`src/led_matrix_pkg.sv`:
```
package led_matrix_pkg;

	// one serial byte, also one frame buffer byte
	typedef logic [7:0] byte_t;
	// 5-6-5 pixel: red [15:11], green [10:5], blue [4:0]
	typedef logic [15:0] pixel_t;
	// matrix row 0..31 and pixel column 0..63
	typedef logic [4:0] row_t;
	typedef logic [5:0] col_t;
	// byte address {row, column, byte select}, select 1 is the high byte
	typedef logic [11:0] fb_addr_t;
	// channel enables: bit 0 red, bit 1 green, bit 2 blue
	typedef logic [2:0] rgb_t;
	// brightness plane enables
	typedef logic [5:0] bright_t;
	// completed line loads
	typedef logic [7:0] count_t;

	// command interpreter states
	typedef enum logic [1:0] {
		cmd_idle,
		cmd_row,
		cmd_data
	} cmd_state_t;

	// data bytes in one line load, 64 pixels of two bytes
	localparam int line_bytes = 128;

	// channel commands, upper case sets and lower case clears
	localparam byte_t ch_red_on = "R";
	localparam byte_t ch_red_off = "r";
	localparam byte_t ch_green_on = "G";
	localparam byte_t ch_green_off = "g";
	localparam byte_t ch_blue_on = "B";
	localparam byte_t ch_blue_off = "b";
	// brightness commands
	localparam byte_t ch_planes_off = "0";
	localparam byte_t ch_plane_1 = "1";
	localparam byte_t ch_plane_2 = "2";
	localparam byte_t ch_plane_3 = "3";
	localparam byte_t ch_plane_4 = "4";
	localparam byte_t ch_plane_5 = "5";
	localparam byte_t ch_plane_6 = "6";
	localparam byte_t ch_planes_on = "9";
	// line load command
	localparam byte_t ch_line = "L";

endpackage
```
`src/row_scanner.sv`:
```
module row_scanner
	import led_matrix_pkg::*;
(
	input logic clk_in,
	input logic reset,
	input rgb_t rgb_enable,
	input pixel_t rd_data,
	output row_t rd_row,
	output col_t rd_col,
	output logic pixel_valid,
	output row_t pixel_row,
	output col_t pixel_col,
	output pixel_t pixel_data,
	output logic frame_start
);

	// coordinates of the read in flight, aligned with rd_data
	row_t d_row;
	col_t d_col;
	// rd_data holds a real pixel from here on
	logic d_valid;
	// field mask built from the channel enables
	pixel_t rgb_mask;

	// red field from bit 0, green from bit 1, blue from bit 2
	assign rgb_mask = {{5{rgb_enable[0]}}, {6{rgb_enable[1]}}, {5{rgb_enable[2]}}};

	// frame address counter, row-major order
	// one pixel per clock, 2048 clocks per frame
	always_ff @(posedge clk_in or posedge reset) begin
		if (reset) begin
			rd_row <= '0;
			rd_col <= '0;
		end else begin
			rd_col <= rd_col + 1'b1;
			// last column of a row, move on to the next row
			// row wraps by itself after row 31
			if (rd_col == '1) begin
				rd_row <= rd_row + 1'b1;
			end
		end
	end

	// first read returns after one cycle
	always_ff @(posedge clk_in or posedge reset) begin
		if (reset) begin
			d_valid <= 1'b0;
		end else begin
			d_valid <= 1'b1;
		end
	end

	// keep the coordinates in step with the read latency
	always_ff @(posedge clk_in) begin
		d_row <= rd_row;
		d_col <= rd_col;
	end

	// output strobes
	always_ff @(posedge clk_in or posedge reset) begin
		if (reset) begin
			pixel_valid <= 1'b0;
			frame_start <= 1'b0;
		end else begin
			pixel_valid <= d_valid;
			// pulse with pixel 0,0 of every frame
			frame_start <= d_valid && (d_row == '0) && (d_col == '0);
		end
	end

	// output pixel, disabled channels zeroed here
	// so a mask change takes effect on the next pixel
	always_ff @(posedge clk_in) begin
		pixel_row <= d_row;
		pixel_col <= d_col;
		pixel_data <= rd_data & rgb_mask;
	end

endmodule

```
`config.mk`:
```
export PLATFORM = sky130hd
export DESIGN_NAME = row_scanner
export DESIGN_NICKNAME = d
export VERILOG_FILES = /design/src/led_matrix_pkg.sv /design/src/row_scanner.sv
export SDC_FILE = /design/constraint.sdc
export NUM_CORES = 1
export LEC_CHECK = 0
export ABC_AREA = 0
export BUFFER_PORTS_ARGS = -buffer_cell sky130_fd_sc_hd__buf_2
export CAP_MARGIN = 20
export CORE_MARGIN = 1.5
export CORE_UTILIZATION = 40
export DETAILED_ROUTE_END_ITERATION = 6
export PLACE_DENSITY = 0.68
export SLEW_MARGIN = 25
export SYNTH_ARGS = -nofsm -noshare
export SYNTH_HDL_FRONTEND = slang
export SYNTH_SLANG_ARGS = --single-unit
export TNS_END_PERCENT = 100
```
`constraint.sdc`:
```
create_clock -name clk_in -period 1.6 [get_ports clk_in]
set_input_delay 0.08 -clock clk_in [delete_from_list [all_inputs] [get_ports clk_in]]
set_output_delay 0.08 -clock clk_in [all_outputs]
set_load 0.05 [all_outputs]
```
# Word-level counts from Yosys, hierarchy flattened
# Index checks and enable logic that the tools add are counted.
[totals]
reg_bits = 52
in_bits = 21
output_inout_bits = 40
elab_cells = 18
[classes]
n_addsub = 2
n_eq_ne = 1
n_bitwise = 1
reduce_logical = 4
[ops]
columns = ["operator", "n"]
rows = [
  ["$and 16x16->16", 1],
  ["$add 6x1->6 const B", 1],
  ["$eq 6x6->1 const B", 1],
  ["$logic_not 6->1", 1],
  ["$add 5x1->5 const B", 1],
  ["$logic_not 5->1", 1],
  ["$logic_and 1x1->1", 2],
]

# Logic depth before layout (Yosys ltp)
[depth]
ltp_word = 3
depth_mapped = 4
mapped_depth_nobuf = 4

# Least setup slack after synthesis
# No wires, ideal clock.
[synth_timing]
path_kind = "register to register"
startpoint = "reg rd_col[0]"
endpoint = "reg rd_row[1]"
setup_time_ns = 0.128
arrival_ns = 1.596
slack_ns = -0.123
stages_incl_launch_ff = 5
path_buffers = 0
period_less_slack_ns = 1.723
path_cell_list = "dfrtp_1 ha_1 nand3_2 nor2_2 mux2_1"
[synth_via]
elab_chain_len = 1
[synth_lines]
columns = ["item", "line", "rtl"]
rows = [
  ["start, declared", "row_scanner.sv:9", "output col_t rd_col,"],
  ["start signal, assigned", "row_scanner.sv:35", "rd_col <= rd_col + 1'b1;"],
  ["$eq 6x6->1", "row_scanner.sv:38", "if (rd_col == '1) begin"],
  ["end signal, assigned", "row_scanner.sv:39", "rd_row <= rd_row + 1'b1;"],
  ["end, declared", "row_scanner.sv:8", "output row_t rd_row,"],
]
# No other way between the ends.
# A chain may end at the register's enable or synchronous reset.

# Worst setup path after layout
# Same ends and word-level chain as after synthesis.

==> metrics.md <==
| Metric | Value |
|---|---|
| Data required time at the worst endpoint | 1.87 ns |
| Cell type with the largest total area after synthesis | sky130_fd_sc_hd__dfxtp_1 |
| Final hold slack | ~0.27 ns |
| Max FO, Critical Path | 6 |
| Total wire length after detailed routing | 2.91 mm |
| Maximum capacitance violations | 0 |
| First-pass GRT wire length | 4.89 mm |
| Synthesized netlist cell count | between 90 and 100 |
| Cell total after placement | 204 |
| Critical Path AT | 1.69 ns |
| Worst relative slew slack | 0.632 |
| Sequential cell area fraction in the yosys report | 0.776 |
| Number of pins exceeding their max-slew limit in the final report | 0 |
| Cells on worst reg2reg path | 4 |
| Final critical delay including setup and external delays | 1.42 ns |
| Path category of the worst min-delay check | in2async |
| Input/output buffers | 60 |
| Critical path destination | rd_row[1] |
| Count of boundary I/O pins | 61 |
| Fill cell count | roughly 260 |
| Areal power density over the cells | 1040 nW/um^2 |
| Worst Skew | 0.00814 ns |
| Tot Pwr | 0.00229 W |
| Die area | 3950 um^2 |
| Routed WL per cell | roughly 12 um |
| Ordered cell list for the critical path | ha_1 > nand3_2 > nor2_2 > mux2_1 |
| Async set-reset flop share out of synthesis | 0.269 |
| TritonCTS Sinks | 52 |
| Highest cell delay on the worst timing path | 0.43 ns |
| Grt ovf | 0 |
| Number of buffers inserted during clock tree synthesis | 5 |
| Ys flop type | sky130_fd_sc_hd__dfxtp_1 |
| Number of buffers on the longest clock path | 2 |
| Kind of end point of the critical path | flip-flop |
| Reported leakage power | approximately 1.1 nW |
| Post-route design area | 2200 um^2 |
| Detailed Routing Iterations Pass 1 | 4 |
| Status | finished clean |
| Cell with the largest stage delay on the worst path | sky130_fd_sc_hd__dfrtp_2 |
| Final Cycle Share | 0.889 |
| Synthesized flop and latch total | 52 |
| Clock transition at the registers of the reported paths | 0.15 ns |
| Clk_lat worst skew | 0.37 ns |
| Main area contributors after synthesis | sky130_fd_sc_hd__dfxtp_1, sky130_fd_sc_hd__dfrtp_1, sky130_fd_sc_hd__and2_1 |
| Number of nets produced by synthesis | 121 |
| CP Class | reg2reg |
| Number of inserted diodes | 0 |
| Effective utilization at floorplan | 0.422 |
| Worst reg2reg path startpoint | rd_col[0] |
| Unique cell type count in the Yosys netlist | 18 |
| Remaining number of nets flagged by the antenna check after routing | 0 |
| Number of standard-cell rows in the floorplan | 21 |
| Gates resized, CTS repair | 0 |
| Drt drc | 0 |
| Core Box Area | between 3000 and 4000 um^2 |
| Proportion of layout cells with a drive suffix above 1 | 0.372 |
| Pin count of the biggest net entering global routing | 18 |
| Total global-route track usage | 0.165 |
| Flop-to-flop setup slack | between 0.15 and 0.2 ns |
| Area of the mapped netlist | 1430 um^2 |
| TritonCTS clock tree | built |
| Unrepaired setup endpoints after global routing | false |
| Syn. warnings | 0 |
| Initial antenna violation count | 0 |
| Launching element of the worst setup path | rd_col[0] |
| Layout overhead on the synthesized area | 54.0% |
| Area share of the largest cell type after synthesis | 0.531 |
| Total number of vias | 1035 |
| Aggregate negative setup slack | 0 ns |
| DRC marker count from the first detailed-route iteration | 15 |
| Final Non-Filler Cells | 245 |
| Crit path launch type | flip-flop |
| Vias in the first global route | 1073 |
| Chip height | roughly 63 um |
| Average vias per placed instance | 4.22 |
| Hold Vio Cnt, Final | 0 |
| Largest voltage drop on the vdd net | about 0.70 mV |
| Least-Margin Pin Slew | 0.551 ns |
| Number of flops mapped to enable cells by yosys | 0 |
| Finish-stage setup viols | 0 |
| Post-detailed-placement half-perimeter wirelength | ~1.8 mm |
| Chip width | 62.8 um |
| R2R Path End | rd_row[1] |
| Most repeated cell in the gate-level netlist after synthesis | sky130_fd_sc_hd__dfxtp_1 |
| DP Area | between 1500 and 2000 um^2 |
| Net count of the finished layout | ~220 |
| Routability-driven placement congestion ratio | 0.690 |
| Synth Area per Inst | 14.6 um^2 |
| Achievable frequency | 703 MHz |
| Root Buffer Master | sky130_fd_sc_hd__clkbuf_4 |
| CTS H-Tree Depth | 2 |
| Leading post-synthesis cells by instance count | sky130_fd_sc_hd__dfxtp_1, sky130_fd_sc_hd__and2_1, sky130_fd_sc_hd__dfrtp_1 |
layer usage:
| layer | global-route usage | part of all wire | vias to the layer above |
|---|---|---|---|
| met5 | 0 | 0 | - |
| met4 | 0.0611 | 0.018 | 0 |
| met3 | 0.0631 | 0.050 | 8 |
| met2 | 0.306 | 0.55 | 31 |
| met1 | 0.164 | 0.39 | 481 |
| li1 | - | - | 515 |
per-stage QoR:
stage                      util  setup WS [ns]
final                     0.650          0.177
after global routing      0.650         0.0740
after CTS                 0.650          0.157
after detailed placement  0.529          0.170
after global placement    0.529          0.240
after floorplan               -         0.0449
cells by family (layout without fill, tap and decap cells):
| kind of cell | count (synthesis) | after routing | share of synthesized area |
|---|---|---|---|
| flops | 52 | 52 | 0.776 |
| simple gates | 32 | 32 | 0.142 |
| xor+xnor | 8 | 8 | 0.0490 |
| fa+ha+maj | 2 | 2 | 0.0175 |
| buf+inv | 2 | 103 | 0.00525 |
| other cells | 1 | 1 | 0.00262 |
| mux | 1 | 1 | 0.00787 |
worst min path at each step:
| stage | cells past startpoint | end | slack (ns) | start |
|---|---|---|---|---|
| floorplan | 1 | d_valid | -0.03 | reset |
| global placement | 2 | frame_start | 0.15 | reset |
| detailed placement | 2 | frame_start | 0.16 | reset |
| CTS | 3 | frame_start | 0.29 | reset |
| global route | 3 | frame_start | 0.31 | reset |
| finish | 3 | frame_start | 0.27 | reset |
critical path: cells and delay by family, from the launching register on:
| family | cells | cell delay, ns |
|---|---|---|
| adder cells (fa/ha/maj) | 1 | 0.21 |
| multiplexers | 1 | 0.33 |
| flip-flops | 1 | 0.43 |
| AND/OR/NAND/NOR | 2 | 0.37 |
final cells by class:
type	instances	area, um^2	share of cell area
Clock buffer	5	37.5	0.0170
Clock inverter	3	45.0	0.0204
Inverter	2	7.51	0.00341
Multi-Input combinational cell	44	313	0.142
Sequential cell	52	1110	0.505
Tap cell	46	57.6	0.0261
Timing Repair Buffer	93	631	0.286
flip-flops by register name, summed over array words and instances, names as in the netlist:
signal	flops
rd_col	6
pixel_row	5
d_valid	1
frame_start	1
rd_row	5
pixel_valid	1
d_row	5
pixel_data	16
pixel_col	6
d_col	6
report_power, final:
part           leakage (nW)  internal [W]  switching (W)
Sequential            0.489       0.00132     0.00000643
Combinational         0.595     0.0000951       0.000119
Clock                0.0461      0.000336       0.000410
layout by cell type, fill, tap and decap left out:
cell	n
sky130_fd_sc_hd__nand3_2	1
sky130_fd_sc_hd__ha_1	2
sky130_fd_sc_hd__bufinv_16	1
sky130_fd_sc_hd__inv_1	2
sky130_fd_sc_hd__xnor2_1	3
sky130_fd_sc_hd__conb_1	1
sky130_fd_sc_hd__dfxtp_1	38
sky130_fd_sc_hd__nor4_1	2
sky130_fd_sc_hd__and2_1	16
sky130_fd_sc_hd__nand3_1	5
sky130_fd_sc_hd__clkbuf_4	5
sky130_fd_sc_hd__dlygate4sd3_1	33
sky130_fd_sc_hd__nor3_2	2
sky130_fd_sc_hd__nor4b_1	1
sky130_fd_sc_hd__xor2_1	5
sky130_fd_sc_hd__nor2_1	1
sky130_fd_sc_hd__dfrtp_1	12
sky130_fd_sc_hd__inv_4	1
sky130_fd_sc_hd__and3_1	2
sky130_fd_sc_hd__nand2_1	1
sky130_fd_sc_hd__buf_2	60
sky130_fd_sc_hd__mux2_1	1
sky130_fd_sc_hd__nor2_2	1
sky130_fd_sc_hd__inv_6	1
sky130_fd_sc_hd__dfrtp_2	2
timing repair:
item | in CTS | in global routing
hold endpoints to repair | 30 | 0
hold buffers | 33 | 0
endpoints found under the setup margin | 0 | 0
setup buffers | 0 | 0
No activity file was read; power rests on OpenSTA's default activity.
