==> src/led_matrix_pkg.sv <==
package led_matrix_pkg;

	// one serial byte, also one frame buffer byte
	typedef logic [7:0] byte_t;
	// 5-6-5 pixel: red [15:11], green [10:5], blue [4:0]
	typedef logic [15:0] pixel_t;
	// matrix row 0..31 and pixel column 0..63
	typedef logic [4:0] row_t;
	typedef logic [5:0] col_t;
	// byte address {row, column, byte select}, select 1 is the high byte
	typedef logic [11:0] fb_addr_t;
	// channel enables: bit 0 red, bit 1 green, bit 2 blue
	typedef logic [2:0] rgb_t;
	// brightness plane enables
	typedef logic [5:0] bright_t;
	// completed line loads
	typedef logic [7:0] count_t;

	// command interpreter states
	typedef enum logic [1:0] {
		cmd_idle,
		cmd_row,
		cmd_data
	} cmd_state_t;

	// data bytes in one line load, 64 pixels of two bytes
	localparam int line_bytes = 128;

	// channel commands, upper case sets and lower case clears
	localparam byte_t ch_red_on = "R";
	localparam byte_t ch_red_off = "r";
	localparam byte_t ch_green_on = "G";
	localparam byte_t ch_green_off = "g";
	localparam byte_t ch_blue_on = "B";
	localparam byte_t ch_blue_off = "b";
	// brightness commands
	localparam byte_t ch_planes_off = "0";
	localparam byte_t ch_plane_1 = "1";
	localparam byte_t ch_plane_2 = "2";
	localparam byte_t ch_plane_3 = "3";
	localparam byte_t ch_plane_4 = "4";
	localparam byte_t ch_plane_5 = "5";
	localparam byte_t ch_plane_6 = "6";
	localparam byte_t ch_planes_on = "9";
	// line load command
	localparam byte_t ch_line = "L";

endpackage
==> src/uart_rx.sv <==
module uart_rx
	import led_matrix_pkg::*;
#(
	parameter int ticks_per_bit = 9
) (
	input logic clk_in,
	input logic reset,
	input logic rx_line,
	output byte_t rx_byte,
	output logic rx_valid,
	output logic rx_busy
);

	// tick counter wide enough for one full bit time
	localparam int tick_w = $clog2(ticks_per_bit + 1);
	typedef logic [tick_w-1:0] tick_t;
	// last tick of a bit, and the tick that lands mid-bit from an edge
	localparam tick_t tick_last = tick_t'(ticks_per_bit - 1);
	localparam tick_t tick_half = tick_t'((ticks_per_bit - 1) / 2);

	// receiver states
	typedef enum logic [2:0] {
		rx_idle,
		rx_start,
		rx_data,
		rx_stop,
		rx_finish
	} rx_state_t;

	rx_state_t state;
	tick_t tick_cnt;
	logic [2:0] bit_idx;
	// two-flop synchroniser plus one flop for edge detect
	logic rx_meta;
	logic rx_sync;
	logic rx_prev;
	logic start_edge;
	logic sample_data;

	// line idles high, so the flops reset high
	always_ff @(posedge clk_in or posedge reset) begin
		if (reset) begin
			rx_meta <= 1'b1;
			rx_sync <= 1'b1;
			rx_prev <= 1'b1;
		end else begin
			rx_meta <= rx_line;
			rx_sync <= rx_meta;
			rx_prev <= rx_sync;
		end
	end

	// high to low on the synchronised line
	assign start_edge = rx_prev & ~rx_sync;
	// centre of a data bit
	assign sample_data = (state == rx_data) && (tick_cnt == tick_last);

	always_ff @(posedge clk_in or posedge reset) begin
		if (reset) begin
			state <= rx_idle;
			tick_cnt <= '0;
			bit_idx <= '0;
			rx_valid <= 1'b0;
		end else begin
			// strobe lasts a single cycle
			rx_valid <= 1'b0;
			case (state)
				rx_idle: begin
					tick_cnt <= '0;
					if (start_edge) begin
						state <= rx_start;
					end
				end
				rx_start: begin
					// half a bit in, the line must still be low
					if (tick_cnt == tick_half) begin
						tick_cnt <= '0;
						bit_idx <= '0;
						state <= rx_sync ? rx_idle : rx_data;
					end else begin
						tick_cnt <= tick_cnt + 1'b1;
					end
				end
				rx_data: begin
					if (tick_cnt == tick_last) begin
						tick_cnt <= '0;
						bit_idx <= bit_idx + 1'b1;
						if (bit_idx == 3'd7) begin
							state <= rx_stop;
						end
					end else begin
						tick_cnt <= tick_cnt + 1'b1;
					end
				end
				rx_stop: begin
					// a low stop bit is a framing error, no strobe
					if (tick_cnt == tick_last) begin
						tick_cnt <= '0;
						rx_valid <= rx_sync;
						state <= rx_finish;
					end else begin
						tick_cnt <= tick_cnt + 1'b1;
					end
				end
				rx_finish: begin
					// wait out the back half of the stop bit
					if (tick_cnt == tick_half) begin
						tick_cnt <= '0;
						state <= rx_idle;
					end else begin
						tick_cnt <= tick_cnt + 1'b1;
					end
				end
				default: begin
					state <= rx_idle;
				end
			endcase
		end
	end

	// lsb first, so shift in from the top
	always_ff @(posedge clk_in) begin
		if (sample_data) begin
			rx_byte <= {rx_sync, rx_byte[7:1]};
		end
	end

	// busy from start edge through the end of the stop bit
	assign rx_busy = (state != rx_idle);

endmodule

==> config.mk <==
export PLATFORM = sky130hd
export DESIGN_NAME = uart_rx
export DESIGN_NICKNAME = d
export VERILOG_FILES = /design/src/led_matrix_pkg.sv /design/src/uart_rx.sv
export SDC_FILE = /design/constraint.sdc
export NUM_CORES = 1
export LEC_CHECK = 0
export BUFFER_PORTS_ARGS = -buffer_cell sky130_fd_sc_hd__buf_2
export CAP_MARGIN = 20
export CORE_UTILIZATION = 30
export CTS_CLUSTER_DIAMETER = 80
export DETAILED_ROUTE_END_ITERATION = 16
export PLACE_DENSITY_LB_ADDON = 0.1
export SYNTH_ARGS = -nofsm -noshare
export SYNTH_HDL_FRONTEND = slang
export SYNTH_SLANG_ARGS = --single-unit
==> constraint.sdc <==
create_clock -name clk_in -period 2.3 [get_ports clk_in]
set_clock_uncertainty 0.1 [all_clocks]
set_input_delay 0.23 -clock clk_in [delete_from_list [all_inputs] [get_ports clk_in]]
set_output_delay 0.23 -clock clk_in [all_outputs]
set_load 0.02 [all_outputs]
Word level (Yosys, flattened, before mapping)
Index checks and enable logic that the tools add are counted. W data, S select, Z words.

Register bits: 22. Bits of input ports: 3. Output and inout port bits: 10. Word-level logic and storage cells: 49.

Add/sub/neg operators: 2. Equal/unequal tests: 13. Multiplexer cells: 15. Bitwise logic cells: 2. Reduce and logical (&&, ||, !) cells: 9.

Operators with widths (count): $mux W3 (7); $pmux W3 S5 (1); $pmux W4 S3 (1); $mux W4 (2); $ne A2 B2 Y1 const B (4); $eq A3 B2 Y1 const B (2); $eq A3 B3 Y1 const B (2); $pmux W3 S2 (1); $reduce_and A6 Y1 (1); $reduce_bool A3 Y1 (2); $add A4 B1 Y4 const B (1); $eq A4 B3 Y1 const B (1); $eq A4 B4 Y1 const B (1); $ne A2 B1 Y1 const B (2); $reduce_or A2 Y1 (2); $add A3 B1 Y3 const B (1); $eq A3 B1 Y1 const B (1); $logic_not A3 Y1 (1); $reduce_and A3 Y1 (1); $mux W1 (2); $mux W2 (1); $reduce_bool A2 Y1 (1); $and A1 B1 Y1 (1); $logic_and A1 B1 Y1 (1); $not A1 Y1 (1).

Depth between registers and ports, before layout
Word-level depth: 4. Mapped depth: 6. Mapped depth without buffers: 6.

Worst setup path after synthesis
No wires, ideal clock.

Path type: flip-flop to flip-flop. Start: reg tick_cnt[0]. End: reg rx_byte[0], enable pin. Setup time: 0.383 ns. Arrival time: 1.515 ns. Required time: 1.817 ns. Slack: 0.302 ns. Cell stages (with the launch flop): 6. Buffers on the path: 0. Clock period less this slack: 1.998 ns. Path through: dfrtp_1 > inv_1 > ha_1 > nor2b_1 > nand3_1 > nor3_1.

Longest elaborated chain between the ends: 2.

Ends and longest elaborated chain: start: declaration (RTL line uart_rx.sv:31) `tick_t tick_cnt;`; start signal: assignment (RTL line uart_rx.sv:81) `tick_cnt <= tick_cnt + 1'b1;`; start signal: assignment (RTL line uart_rx.sv:92) `tick_cnt <= tick_cnt + 1'b1;`; start signal: assignment (RTL line uart_rx.sv:102) `tick_cnt <= tick_cnt + 1'b1;`; $eq A4 B4 Y1 (RTL line uart_rx.sv:56) `assign sample_data = (state == rx_data) && (tick_cnt == tick_last);`; $logic_and A1 B1 Y1 (RTL line uart_rx.sv:56); via sample_data (RTL line uart_rx.sv:38) `logic sample_data;`; end signal: assignment (RTL line uart_rx.sv:124) `rx_byte <= {rx_sync, rx_byte[7:1]};`; end: declaration (RTL line uart_rx.sv:9) `output byte_t rx_byte,`.

The timed path passes the listed nets, and every way through them passes these cells. A chain may end at the register's enable or synchronous reset.

Worst setup path after layout
Start: reg state[1]. End: out rx_busy.

Longest elaborated chain between the ends: 1.

Ends and longest elaborated chain: start: declaration (RTL line uart_rx.sv:30) `rx_state_t state;`; start signal: assignment (RTL line uart_rx.sv:60) `state <= rx_idle;`; start signal: assignment (RTL line uart_rx.sv:71) `state <= rx_start;`; start signal: assignment (RTL line uart_rx.sv:79) `state <= rx_sync ? rx_idle : rx_data;`; $reduce_bool A3 Y1 (RTL line uart_rx.sv:129) `assign rx_busy = (state != rx_idle);`; end: declaration (RTL line uart_rx.sv:11) `output logic rx_busy`.

Every way passes these cells.

==> impl_metrics.py <==
metrics = {
    "status": {
        "status": "complete, no violations",
    },
    "power_and_ir_drop": {
        "swShare": 0.331,
        "ir_worst_vdd_v": 0.000260,
        "p_leak_nw": 0.511,
        "p_switching_mw": 0.379,
        "power_frac_seq": 0.471,
        "p_int_mw": 0.766,
        "power_density_nw_per_um2": 953,
        "power_frac_comb": 0.270,
        "clkPwrFrac": 0.259,
    },
    "clocking": {
        "cts_resized": 0,
        "cts_setup_buffers": 0,
        "clock-sinks": 22,
        "cts_tree": "built",
        "path_clk_slew_ps": 130,
        "cts_made_buffers": 3,
        "holdBufCountCts": 2,
        "clockBufferDepth": 2,
        "clk-insertion-delay-late_ps": 300,
        "htree_levels": 1,
        "root_buffer": "clkbuf_4",
    },
    "final_layout": {
        "multi_input_area_sq_um": 385,
        "regArea_sq_um": 594,
        "drive_gt1_frac": 0.212,
        "stdcell_area_sq_um": 1200,
        "final_cell_mix": "buf_2, dfrtp_1, edfxtp_1",
        "syn2layout_area_growth_pct": 15.7,
        "final_common_cell": "buf_2",
        "nNetsFinal": 112,
        "fillCellCount": 339,
        "antenna_cells": 0,
    },
    "yosys": {
        "ys_seq_area_frac": 0.572,
        "ys_ff_latch": 22,
        "syn_nets": 97,
        "postSynthCellCount": 90,
        "synth_area_sq_um": 1040,
        "synth_cell_type_count": 32,
        "yosys_warnings": 0,
        "syn_area_per_cell_sq_um": 11.5,
    },
    "sta": {
        "drv_slew": 0,
        "worst_slew_pin_slew_ps": 543,
        "fin_setup_tns_ps": 0,
        "timing.final.crit_share": 0.795,
        "slew_headroom": 0.637,
        "rsz0062_at_grt": "false",
        "final_hold_viol_count": 0,
        "fmax_mhz": 547,
        "finalSetupViolCount": 0,
        "finalCriticalPeriod_ps": 1830,
    },
    "die": {
        "placementRows": 20,
        "ioPinCount": 13,
        "die_area_sq_um": 3700,
        "start_util": 0.327,
        "dieHeight_um": 60.8,
        "dieWidth_um": 60.8,
        "core-area_sq_um": 3180,
    },
    "place": {
        "place.gp.congestion": 0.751,
        "place_area_sq_um": 1130,
        "dp_hpwl_um": 1310,
        "port_buffers": 12,
    },
    "detailed_routing": {
        "wl_per_cell_um": 11.8,
        "drt_iter0_drc": 14,
        "firstDrtPassIters": 4,
        "routed_wl_um": 1750,
        "drc": 0,
        "ant_nets": 0,
        "viasPerCell": 4.74,
        "num_vias": 701,
    },
    "grt": {
        "met3_usage": 0.0256,
        "grt-ovfl-total": 0,
        "grt_pass1_wl_um": 3020,
        "antenna_found_initial": 0,
        "grt-busiest-layer": "met2",
        "first_global_vias": 624,
        "grt_usage": 0.115,
        "grt_use_met1": 0.161,
        "grt_max_degree": 15,
        "use_met2": 0.166,
    },
    "worst_setup_path": {
        "cp-start-kind": "register",
        "path_max_fanout": 14,
        "required_ps": 1970,
        "arrival_ps": 1500,
        "critPathKind": "register to primary output",
        "end_kind": "primary output",
    },
    "job": {
        "drv_cap": 0,
    },
    "hold_path": {
        "worstHoldPathType": "register to register",
    },
}
[cell type report]
class / instances / area share
clock inverters: 1 / 0.0250
flip-flops and latches: 22 / 0.495
well taps: 44 / 0.0458
clock buffers: 3 / 0.0188
inverters: 7 / 0.0219
repair buffers: 15 / 0.0729
multi-input cells: 56 / 0.321
[Yosys cell counts, drive strengths merged]
cell type | instances | area share
nand4b | 1 | 0.0084
or2 | 1 | 0.0060
and3 | 1 | 0.0060
a2111oi | 1 | 0.014
nor4b | 2 | 0.017
nor3 | 4 | 0.019
dfstp | 3 | 0.076
buf | 4 | 0.028
inv | 7 | 0.025
o21ai | 8 | 0.039
nor2 | 5 | 0.018
nor3b | 3 | 0.022
a221oi | 1 | 0.0084
and4b | 1 | 0.0096
a32o | 1 | 0.0096
nand2 | 6 | 0.022
nor2b | 3 | 0.018
ha | 4 | 0.048
dfrtp | 11 | 0.27
clkbuf | 1 | 0.0036
a22o | 1 | 0.0084
and4bb | 1 | 0.016
mux2i | 3 | 0.029
nand2b | 2 | 0.012
o31ai | 1 | 0.0072
nand3 | 3 | 0.014
a21oi | 2 | 0.0096
edfxtp | 8 | 0.23
or4b | 1 | 0.0096
[power by group through the flow]
stage | sequential [mW] | combinational [mW] | clock, mW
3_3_place_gp | 0.547 | 0.308 | 0
5_1_grt | 0.558 | 0.357 | 0.328
4_1_cts | 0.541 | 0.315 | 0.309
6_report | 0.539 | 0.310 | 0.297
2_1_floorplan | 0.488 | 0.312 | 0
3_5_place_dp | 0.549 | 0.311 | 0
[stage by stage]
step	setup slack [ps]	utilization	total power, mW	std cells	hold WS [ps]
final	472	0.378	1.15	148	266
after global routing	273	0.378	1.24	148	277
after CTS	453	0.378	1.17	148	268
after detailed placement	564	0.355	0.860	142	208
after global placement	573	0.355	0.855	142	207
after floorplan	302	-	0.800	90	17.1
[worst max-delay path, stage by stage, from the launching register on]
cell	delay (ps)
dfrtp_1	530
nor3_1	420
inv_1	70
buf_2	170
[routing by layer]
| layer | routed length (um) | part of all wire |
|---|---|---|
| met5 | 0 | 0 |
| met4 | 15 | 0.0086 |
| met3 | 39 | 0.022 |
| met2 | 815 | 0.47 |
| met1 | 878 | 0.50 |
[flip-flops by register name (all words and copies together), names as in the netlist]
register,count
rx_prev,1
rx_sync,1
rx_valid,1
rx_meta,1
rx_byte,8
tick_cnt,4
state,3
bit_idx,3
[logic make-up (layout without fill, tap and decap cells)]
group / count (synthesis) / in the layout / share of synthesized area
adder cells (fa/ha/maj): 4 / 4 / 0.0482
multiplexers: 3 / 3 / 0.0289
flip-flops: 22 / 22 / 0.572
AO/OA/AOI/OAI: 15 / 15 / 0.0964
AND/OR/NAND/NOR: 34 / 34 / 0.198
buffers and inverters: 12 / 26 / 0.0566
[path summary, 6_finish.rpt]
| path | cells past startpoint | slack [ps] | to | start |
|---|---|---|---|---|
| max in group asynchronous | 3 | 1340 | rx_prev | reset |
| min in group asynchronous | 3 | 390 | bit_idx[1] | reset |
| setup / recovery | 3 | 470 | rx_busy | state[1] |
| setup reg to reg | 5 | 540 | state[0] | tick_cnt[0] |
| hold / removal | 0 | 270 | rx_sync | rx_meta |
| hold reg to reg | 0 | 270 | rx_sync | rx_meta |
Note: power is estimated with default switching activity, not from simulation.
