$ cat src/led_matrix_pkg.sv
package led_matrix_pkg;

	// one serial byte, also one frame buffer byte
	typedef logic [7:0] byte_t;
	// 5-6-5 pixel: red [15:11], green [10:5], blue [4:0]
	typedef logic [15:0] pixel_t;
	// matrix row 0..31 and pixel column 0..63
	typedef logic [4:0] row_t;
	typedef logic [5:0] col_t;
	// byte address {row, column, byte select}, select 1 is the high byte
	typedef logic [11:0] fb_addr_t;
	// channel enables: bit 0 red, bit 1 green, bit 2 blue
	typedef logic [2:0] rgb_t;
	// brightness plane enables
	typedef logic [5:0] bright_t;
	// completed line loads
	typedef logic [7:0] count_t;

	// command interpreter states
	typedef enum logic [1:0] {
		cmd_idle,
		cmd_row,
		cmd_data
	} cmd_state_t;

	// data bytes in one line load, 64 pixels of two bytes
	localparam int line_bytes = 128;

	// channel commands, upper case sets and lower case clears
	localparam byte_t ch_red_on = "R";
	localparam byte_t ch_red_off = "r";
	localparam byte_t ch_green_on = "G";
	localparam byte_t ch_green_off = "g";
	localparam byte_t ch_blue_on = "B";
	localparam byte_t ch_blue_off = "b";
	// brightness commands
	localparam byte_t ch_planes_off = "0";
	localparam byte_t ch_plane_1 = "1";
	localparam byte_t ch_plane_2 = "2";
	localparam byte_t ch_plane_3 = "3";
	localparam byte_t ch_plane_4 = "4";
	localparam byte_t ch_plane_5 = "5";
	localparam byte_t ch_plane_6 = "6";
	localparam byte_t ch_planes_on = "9";
	// line load command
	localparam byte_t ch_line = "L";

endpackage
$ cat src/cmd_decoder.sv
module cmd_decoder
	import led_matrix_pkg::*;
(
	input logic clk_in,
	input logic reset,
	input byte_t rx_byte,
	input logic rx_valid,
	output rgb_t rgb_enable,
	output bright_t brightness_enable,
	output count_t lines_loaded,
	output logic wr_en,
	output fb_addr_t wr_addr,
	output byte_t wr_data
);

	// index of the first byte of a line, counts down to zero
	localparam logic [6:0] idx_first = 7'(line_bytes - 1);

	cmd_state_t state;
	row_t row;
	// byte index within the line load
	logic [6:0] byte_idx;
	logic data_byte;

	// a byte that belongs to a line load
	assign data_byte = rx_valid && (state == cmd_data);

	always_ff @(posedge clk_in or posedge reset) begin
		if (reset) begin
			state <= cmd_idle;
			rgb_enable <= '1;
			brightness_enable <= '1;
			lines_loaded <= '0;
			row <= '0;
			byte_idx <= '0;
			wr_en <= 1'b0;
		end else begin
			// write pulse is one cycle wide
			wr_en <= 1'b0;
			if (rx_valid) begin
				case (state)
					cmd_idle: begin
						case (rx_byte)
							// channel enables
							ch_red_on: rgb_enable[0] <= 1'b1;
							ch_red_off: rgb_enable[0] <= 1'b0;
							ch_green_on: rgb_enable[1] <= 1'b1;
							ch_green_off: rgb_enable[1] <= 1'b0;
							ch_blue_on: rgb_enable[2] <= 1'b1;
							ch_blue_off: rgb_enable[2] <= 1'b0;
							// digit n toggles plane 6 - n
							ch_plane_1: begin
								brightness_enable[5] <= ~brightness_enable[5];
							end
							ch_plane_2: begin
								brightness_enable[4] <= ~brightness_enable[4];
							end
							ch_plane_3: begin
								brightness_enable[3] <= ~brightness_enable[3];
							end
							ch_plane_4: begin
								brightness_enable[2] <= ~brightness_enable[2];
							end
							ch_plane_5: begin
								brightness_enable[1] <= ~brightness_enable[1];
							end
							ch_plane_6: begin
								brightness_enable[0] <= ~brightness_enable[0];
							end
							// all planes off or all on
							ch_planes_off: brightness_enable <= '0;
							ch_planes_on: brightness_enable <= '1;
							// start of a line load, row byte comes next
							ch_line: state <= cmd_row;
							// unknown characters are dropped
							default: state <= cmd_idle;
						endcase
					end
					cmd_row: begin
						// a repeated L keeps waiting for the row
						if (rx_byte != ch_line) begin
							row <= rx_byte[4:0];
							byte_idx <= idx_first;
							state <= cmd_data;
						end
					end
					cmd_data: begin
						wr_en <= 1'b1;
						// index 0 is the low byte of the last pixel
						if (byte_idx == '0) begin
							lines_loaded <= lines_loaded + 1'b1;
							state <= cmd_idle;
						end else begin
							byte_idx <= byte_idx - 1'b1;
						end
					end
					default: begin
						state <= cmd_idle;
					end
				endcase
			end
		end
	end

	// column is the inverted upper index bits, so the first pair lands at pixel 0
	// index bit 0 picks the byte: odd index is the high byte, sent first
	always_ff @(posedge clk_in) begin
		if (data_byte) begin
			wr_addr <= {row, ~byte_idx[6:1], byte_idx[0]};
			wr_data <= rx_byte;
		end
	end

endmodule

$ cat config.mk
export PLATFORM = sky130hd
export DESIGN_NAME = cmd_decoder
export DESIGN_NICKNAME = d
export VERILOG_FILES = /design/src/led_matrix_pkg.sv /design/src/cmd_decoder.sv
export SDC_FILE = /design/constraint.sdc
export NUM_CORES = 1
export LEC_CHECK = 0
export BUFFER_PORTS_ARGS = -buffer_cell sky130_fd_sc_hd__buf_2
export CAP_MARGIN = 20
export CORE_MARGIN = 3
export CORE_UTILIZATION = 35
export CTS_CLUSTER_DIAMETER = 120
export DETAILED_ROUTE_END_ITERATION = 10
export GPL_TIMING_DRIVEN = 0
export PLACE_DENSITY = 0.59
export SLEW_MARGIN = 10
export SYNTH_ARGS = -nofsm -noshare
export SYNTH_HDL_FRONTEND = slang
export SYNTH_SLANG_ARGS = --single-unit
$ cat constraint.sdc
create_clock -name clk_in -period 2.3 [get_ports clk_in]
set_clock_uncertainty 0.2 [all_clocks]
set_input_delay 0.46 -clock clk_in [delete_from_list [all_inputs] [get_ports clk_in]]
set_output_delay 0.46 -clock clk_in [all_outputs]
set_load 0.05 [all_outputs]
## Yosys cells after proc, flatten, opt, wreduce, memory -nomap -nowiden

Cells that the tools add are included.

| storage, ports and cells | value |
|---|---|
| bits in registers | 52 |
| word-level logic and storage cells | 92 |

| cells by class | value |
|---|---|
| add/subtract/negate cells | 2 |
| equal/unequal tests | 22 |
| muxes and demuxes | 18 |
| bitwise logic cells | 7 |
| reductions and logical operators | 27 |

Operators with widths:

| cell | number |
|---|---|
| $eq 8x6->1 const B | 8 |
| $eq 8x7->1 const B | 7 |
| $reduce_and 3->1 | 11 |
| $pmux 1 s3 | 6 |
| $reduce_bool 3->1 | 6 |
| $mux 7 | 2 |
| $pmux 7 s2 | 1 |
| $reduce_or 14->1 | 1 |
| $add 8x1->8 const B | 1 |
| $ne 8x7->1 const B | 1 |
| $reduce_and 4->1 | 2 |
| $reduce_bool 2->1 | 4 |
| $logic_not 7->1 | 1 |
| $sub 7x1->7 const B | 1 |
| $ne 2x2->1 const B | 3 |
| $not 1->1 | 6 |
| $not 6->6 | 1 |
| $pmux 1 s2 | 3 |
| $pmux 2 s3 | 1 |
| $mux 2 | 2 |
| $pmux 2 s2 | 1 |
| $eq 2x1->1 const B | 1 |
| $eq 2x2->1 const B | 1 |
| $logic_not 2->1 | 1 |
| other kinds (3) | 4 |

## Longest topological paths before layout

Gate-level depths: netlist of run 1.

| logic depth | value |
|---|---|
| depth after elaboration | 4 |
| depth in mapped cells | 8 |
| depth with buffers taken out | 7 |

## Worst setup path after synthesis of run 1

OpenSTA, ideal clock, no wires.

| path | value |
|---|---|
| path type | flip-flop to flip-flop |
| from | register state[0] |
| to | register byte_idx[5] |
| arrival | 1.906 ns |
| data required time | 2.031 ns |
| path slack | 0.124 ns |
| stages on the path, launching flop included | 6 |
| period minus slack after synthesis | 2.176 ns |
| cell sequence | dfrtp_1 and3b_1 a21boi_4 o21ai_0 or3_1 nand3_1 |

| between the ends | value |
|---|---|
| longest elaborated chain between the ends | 3 |

Ends and longest elaborated chain:

| what | line | RTL |
|---|---|---|
| start, declared | cmd_decoder.sv:19 | `cmd_state_t state;` |
| start signal, assigned | cmd_decoder.sv:30 | `state <= cmd_idle;` |
| start signal, assigned | cmd_decoder.sv:74 | `ch_line: state <= cmd_row;` |
| start signal, assigned | cmd_decoder.sv:76 | `default: state <= cmd_idle;` |
| $eq 2x1->1 or $eq 2x2->1 (tied branches) | cmd_decoder.sv:41 | `case (state)` |
| $ne 2x2->1 (no line) or $reduce_bool 2->1 (tied branches) | - |  |
| $reduce_and 4->1 (no line) | - |  |
| end signal, assigned | cmd_decoder.sv:83 | `byte_idx <= idx_first;` |
| end signal, assigned | cmd_decoder.sv:94 | `byte_idx <= byte_idx - 1'b1;` |
| end, declared | cmd_decoder.sv:22 | `logic [6:0] byte_idx;` |

Parallel ways exist; a longest one is shown, timed or not.
A chain may end at the register's enable or synchronous reset.

## Worst setup path after layout of run 1

Ends and elaborated chain as after synthesis.

==> impl_metrics.csv, run 1 <==
group,metric,value,unit
outcome,outcome,"finished clean",
worst_setup_path,setup.worst_path.start_class,"register",
yosys,yosys.cell_count.top_type,"nand2_1",
place,gp_routability_congestion,0.770,
detailed_routing,avgRoutedWirePerCell,13.2,µm
worst_setup_path,cp_slowest_stage_delay,0.54,ns
yosys,yosys.cell_types.count,41,
final_layout,flow.area_growth_from_synthesis,18.8,%
worst_setup_path,crit_chain,"and3b_4, a21boi_4, o21ai_0, or3_1, nand3_1",
die,initial_utilization,36.7,%
yosys,yosysWarningCount,0,
yosys,synth.avg_cell_area,12.0,µm²
worst_setup_path,slowest_stage,"and3b_4",
yosys,synth_largest_type_area_fraction,25.3,%
sta,period_needed,2.08,ns
sta,setup_viol,0,
yosys,synth_enable_flop_cells,20,
worst_setup_path,r2r_cells,5,
global_routing,vias_in_the_first_global_route,1570,
flow_run,maxCapViolCount,0,
sta,timing.final.crit_share,90.6,%
worst_setup_path,reg2reg_from,"state[0]",
detailed_routing,vias,1611,
global_routing,grt_use_met2,19.9,%
clock_tree,cts_root_buffer,"clkbuf_8",
yosys,synth-seq-area-share,59.6,%
worst_setup_path,max_fanout_on_critical_path,23,
sta,maxSlewHeadroom,53.9,%
sta,slew_violations,0,
global_routing,use_met3,2.51,%
detailed_routing,vias_per_cell,4.88,
clock_tree,cts_hold_buf,0,
yosys,synthTopCellsByCount,"31 x nand2_1, 23 x dfrtp_1, 20 x edfxtp_1",
global_routing,grt_pass1_wl,7.51,mm
worst_setup_path,criticalPathCategory,"reg -> reg",
detailed_routing,final_antenna_net_count,0,
place,total_of_buffers_placed_on_input_and_output_ports,48,
die,core_area,0.00646,mm²
yosys,synth_top_area_cell,"edfxtp_1",
yosys,post_synthesis_net_count,211,
sta,fmaxAchievable,0.480,GHz
place,dp_cells,322,
global_routing,grt.overflow.total,0,
die,ios,49,
detailed_routing,detail_route.wirelength,4.36,mm
yosys,synth_top_cells_by_area,"edfxtp_1 25%, dfrtp_1 24%, dfstp_2 10%",
worst_setup_path,crit_path_end_kind,"register",
final_layout,insertedDiodeCount,0,
worst_setup_path,launch_point_of_the_critical_path,"state[0]",
detailed_routing,drtPass1Iterations,5,
clock_tree,htreeDepth,2,
yosys,netlist_instances,197,
global_routing,antenna_found_initial,0,
power_and_ir_drop,p_per_area,810,mW/mm²
final_layout,drive_gt1_share,34.4,%
detailed_routing,detail_route.drc_violations,0,
worst_setup_path,r2r_slack,0.22,ns
sta,worst_pin_slew,0.691,ns
final_layout,design.final.nets,266,
global_routing,busiest_metal_layer_after_global_routing,"met2",
global_routing,pin_count_of_the_biggest_net_entering_global_routing,33,
clock_tree,cts_made_buffers,5,
worst_setup_path,critical_path_arrival,2.12,ns
power_and_ir_drop,peakVddDrop,0.360,mV
die,rows,29,
detailed_routing,drt_iter0_drc,64,
final_layout,instances_no_fill,330,
power_and_ir_drop,power_leakage,1.28,nW
die,fp.dieH,88.3,µm
clock_tree,clockBufferDepth,2,
yosys,async_reset_ff_share,61.5,%
place,place_ws,-0.326,ns
die,floorplan.die_area,0.00780,mm²
yosys,synth-main-ff-cell,"dfrtp_1",
min_path,holdCritPathClass,"in -> async",
clock_tree,insertion_delay,0.30,ns
clock_tree,tritoncts,"done",
yosys,postSynthRegisterBits,52,
clock_tree,clock_sinks,52,
place,place.detailed.hpwl,3.10,mm
worst_setup_path,required_time_worst_endpoint,2.34,ns
sta,grt_setup_unrepaired,"false",
global_routing,global_route.usage.met1,17.0,%
sta,postLayoutSetupSlackWorst,0.216,ns
sta,hold_viol,0,
worst_setup_path,timing.critical_path.to,"byte_idx[5]",
clock_tree,clkSlewWorstSetupHoldPaths,0.10,ns
worst_setup_path,r2r-end,"byte_idx[5]",
die,fp.dieW,88.3,µm
global_routing,gr-usage-all-layers,12.4,%
yosys,syn-cell-area,0.00237,mm²
-- registers in the layout, summed over array words and instances (netlist names), 2 cells and up --
register	cells
wr_addr	12
lines_loaded	8
wr_data	8
byte_idx	7
brightness_enable	6
row	5
rgb_enable	3
state	2
-- metal layers --
layer / share of wire, % / routed length (µm)
met4: 0.87 / 38
met5: 0 / 0
met1: 47 / 2030
met2: 47 / 2060
met3: 5.2 / 227
-- final cells by class --
class | count | area [µm²]
clock inverters | 3 | 37.5
plain buffers | 7 | 41.3
inverters | 9 | 33.8
well taps | 77 | 96.3
repair buffers | 48 | 240
flip-flops and latches | 52 | 1410
multi-input cells | 129 | 887
fillers | 631 | 3640
clock buffers | 5 | 68.8
-- logic make-up after synthesis --
family | Yosys count | synth area share [%]
muxes | 4 | 1.90
and+or+nand+nor | 72 | 18.5
xor gates and xnor gates | 14 | 5.17
adders and majority gates | 3 | 1.58
buffers and inverters | 16 | 3.17
DFF | 52 | 59.6
AOI/OAI and AO/OA | 36 | 10.1
-- where the power goes --
group,switching (W),internal [W]
logic,0.000352,0.000140
registers,0.0000659,0.00111
clock network,0.000293,0.000318
-- cell usage in the layout, fill, tap and decap left out, types with 3 or more instances in the layout --
| cell | Yosys | routed |
|---|---|---|
| buf_2 | 3 | 51 |
| nand2_1 | 31 | 31 |
| dfrtp_1 | 23 | 23 |
| edfxtp_1 | 20 | 20 |
| a21oi_1 | 10 | 10 |
| o21ai_0 | 9 | 9 |
| xnor2_1 | 9 | 9 |
| dfstp_2 | 9 | 9 |
| inv_1 | 9 | 8 |
| nand3_1 | 6 | 6 |
| nor3_1 | 6 | 6 |
| o211ai_1 | 5 | 5 |
| xor2_1 | 5 | 5 |
| nor2_1 | 5 | 5 |
| clkbuf_8 | 0 | 5 |
| mux2_2 | 4 | 4 |
| nor2b_1 | 3 | 3 |
| and3_1 | 3 | 3 |
| nor2_2 | 3 | 3 |
| ha_1 | 3 | 3 |
-- worst max-delay path: cells and delay by family, from the launching register on --
family          cells  cell delay [ns]
simple gates        3             0.94
compound gates      2             0.45
flops               1             0.43
-- how the worst min path moves through the flow --
| stage | slack (ns) | cells past startpoint | to |
|---|---|---|---|
| CTS | 0.09 | 2 | lines_loaded[0] |
| global placement | 0.23 | 0 | wr_addr[8] |
| detailed placement | 0.23 | 0 | wr_addr[10] |
| floorplan | 0.22 | 0 | wr_addr[10] |
| finish | 0.06 | 2 | byte_idx[6] |
| global route | 0.12 | 2 | lines_loaded[3] |
-- repair_timing --
action / in CTS / in global routing
gates resized for setup: 1 / 1
buffers inserted: 0 / 0
endpoints found under the setup margin: 12 / 1
-- stage by stage --
stage / hold WS [ns] / power (W) / TNS [ns] / cell area [µm²] / util, %
after floorplan: 0.225 / 0.00158 / 0 / 2370 / -
after global placement: 0.233 / 0.00169 / -2.68 / 2710 / 41.9
after detailed placement: 0.230 / 0.00169 / -2.77 / 2710 / 41.9
after CTS: 0.0854 / 0.00230 / 0 / 2820 / 43.6
after global routing: 0.117 / 0.00241 / 0 / 2820 / 43.6
final: 0.0617 / 0.00228 / 0 / 2820 / 43.6
(Power assumes the default switching activity.)
==> inputs of run 2 (changes only) <==
Settings changed: CTS_BUF_LIST from default to sky130_fd_sc_hd__clkbuf_16.
==> impl_metrics.csv, run 2 (same netlist as run 1, synthesis figures left out) <==
group,metric,value,unit
outcome,outcome,"finished clean",
detailed_routing,drt_iter0_drc,50,
place,place.detailed.hpwl,3.10,mm
sta,setup_viol,0,
sta,fin_worst_hold_slack,0.0823,ns
global_routing,vias_in_the_first_global_route,1556,
worst_setup_path,criticalPathCategory,"reg -> reg",
global_routing,gr-usage-all-layers,12.6,%
global_routing,pin_count_of_the_biggest_net_entering_global_routing,33,
clock_tree,insertion_delay,0.29,ns
detailed_routing,detail_route.wirelength,4.40,mm
sta,timing.setup.tns,0,ns
clock_tree,cts_root_buffer,"clkbuf_16",
worst_setup_path,slowest_stage,"and3b_4",
worst_setup_path,crit_path_end_kind,"register",
final_layout,flow.area_growth_from_synthesis,21.2,%
power_and_ir_drop,peakVddDrop,0.396,mV
detailed_routing,vias,1603,
final_layout,drive_gt1_share,34.4,%
die,core_area,0.00646,mm²
worst_setup_path,cp_slowest_stage_delay,0.54,ns
detailed_routing,final_antenna_net_count,0,
clock_tree,tritoncts,"done",
place,area_post_placement,0.00271,mm²
min_path,holdCritPathClass,"in -> async",
final_layout,final_cell_mix,"51 x buf_2, 31 x nand2_1, 23 x dfrtp_1",
worst_setup_path,crit_chain,"and3b_4, a21boi_4, o21ai_0, or3_1, nand3_1",
detailed_routing,met2_length,2.06,mm
power_and_ir_drop,clock_power_share,33.0,%
worst_setup_path,required_time_worst_endpoint,2.32,ns
die,floorplan.die_area,0.00780,mm²
final_layout,flip_flop_count_of_the_largest_register_after_layout,12,
flow_run,maxCapViolCount,0,
detailed_routing,detail_route.drc_violations,0,
die,fp.dieW,88.3,µm
sta,period_needed,2.08,ns
detailed_routing,dr_wl_met3,215,µm
sta,grt_setup_unrepaired,"false",
worst_setup_path,critPathTopFamily,"simple AND/OR/NAND/NOR gates",
final_layout,instances_no_fill,330,
power_and_ir_drop,net-switching-power,0.000737,W
power_and_ir_drop,combinationalPowerShare,19.7,%
detailed_routing,vias_per_cell,4.86,
detailed_routing,avgRoutedWirePerCell,13.3,µm
sta,fmaxAchievable,0.480,GHz
global_routing,grt.overflow.total,0,
final_layout,mostFrequentLayoutCell,"buf_2",
final_layout,insertedDiodeCount,0,
worst_setup_path,launch_point_of_the_critical_path,"state[0]",
place,place_ws,-0.326,ns
die,rows,29,
place,gp_routability_congestion,0.770,
worst_setup_path,reg2reg_from,"state[0]",
sta,postLayoutSetupSlackWorst,0.217,ns
sta,maxSlewHeadroom,53.0,%
worst_setup_path,worst-path-buf-inv,0,
final_layout,fillCellCount,626,
power_and_ir_drop,pwr-share-seq,47.3,%
power_and_ir_drop,p_int,0.00176,W
sta,hold_viol,0,
final_layout,multiInputGateArea,887,µm²
sta,worst_pin_slew,0.704,ns
detailed_routing,drtPass1Iterations,4,
power_and_ir_drop,p_per_area,869,mW/mm²
clock_tree,clkSlewWorstSetupHoldPaths,0.07,ns
clock_tree,clock_sinks,52,
place,dp_cells,322,
worst_setup_path,setup.worst_path.start_class,"register",
final_layout,design.final.nets,266,
die,initial_utilization,36.7,%
final_layout,biggestRegsByFlops,"wr_addr (12), lines_loaded (8), wr_data (8)",
power_and_ir_drop,switch_share,29.5,%
clock_tree,clockBufferDepth,2,
power_and_ir_drop,power_leakage,1.30,nW
final_layout,post-route-cell-area,0.00287,mm²
place,total_of_buffers_placed_on_input_and_output_ports,48,
sta,slew_violations,0,
clock_tree,cts_made_buffers,5,
sta,timing.final.crit_share,90.6,%
die,fp.dieH,88.3,µm
die,ios,49,
global_routing,antenna_found_initial,0,
worst_setup_path,critical_path_arrival,2.10,ns
clock_tree,htreeDepth,2,
detailed_routing,top_layer_used,"met4",
worst_setup_path,max_fanout_on_critical_path,23,
final_layout,register_cell_area_after_layout,0.00141,mm²
detailed_routing,routedLengthMet1,2.07,mm
final_layout,regMostFlops,"wr_addr",
global_routing,grt_pass1_wl,7.56,mm
## run 2: changes by cell type in the layout (fill, tap and decap cells not counted)
cell | previous run | this run
clkbuf_16 | 0 | 5
clkbuf_8 | 5 | 0
## run 2: repair_timing
| action | CTS | global route |
|---|---|---|
| resized for setup | 1 | 1 |
| hold buffers | 0 | 0 |
| setup endpoints to repair | 11 | 1 |
| buffers inserted | 0 | 0 |
## run 2: power groups by stage
stage | registers (W) | clock network [W] | logic (W)
floorplan | 0.00136 | 0 | 0.000212
global placement | 0.00120 | 0 | 0.000487
detailed placement | 0.00120 | 0 | 0.000493
CTS | 0.00118 | 0.000848 | 0.000496
global route | 0.00120 | 0.000887 | 0.000544
finish | 0.00118 | 0.000825 | 0.000492
## run 2: path summary, 6_finish.rpt
path / end / cells after the start / slack (ns)
hold / removal: lines_loaded[3] / 2 / 0.08
setup / recovery: byte_idx[5] / 5 / 0.22
max in group asynchronous: row[2] / 2 / 1.35
min in group clk_in: wr_data[6] / 1 / 0.19
setup reg to reg: byte_idx[5] / 5 / 0.22
hold reg to reg: wr_addr[10] / 0 / 0.24
## run 2: layer usage
| metal | vias to the layer above | track usage [%] |
|---|---|---|
| li1 | 804 | - |
| met1 | 757 | 17.1 |
| met2 | 37 | 19.9 |
| met3 | 5 | 3.07 |
| met4 | 0 | 4.12 |
| met5 | - | 0 |
## run 2: final cells by class
| type | count | area share (%) |
|---|---|---|
| well taps | 77 | 3.35 |
| clock inverters | 3 | 1.31 |
| flip-flops and latches | 52 | 49.2 |
| clock buffers | 5 | 4.35 |
| plain buffers | 7 | 1.44 |
| repair buffers | 48 | 8.36 |
| inverters | 9 | 1.18 |
| multi-input cells | 129 | 30.9 |
## run 2: through the flow
stage	power (W)	utilization [%]
2_1_floorplan	0.00158	-
3_3_place_gp	0.00169	41.9
3_5_place_dp	0.00169	41.9
4_1_cts	0.00253	44.5
5_1_grt	0.00263	44.5
6_report	0.00250	44.5
## run 2: worst reg2reg max path: stages, from the launching register on
cell and delay, ns:
dfrtp_1 0.42, and3b_4 0.54, a21boi_4 0.33, o21ai_0 0.13
or3_1 0.32, nand3_1 0.08
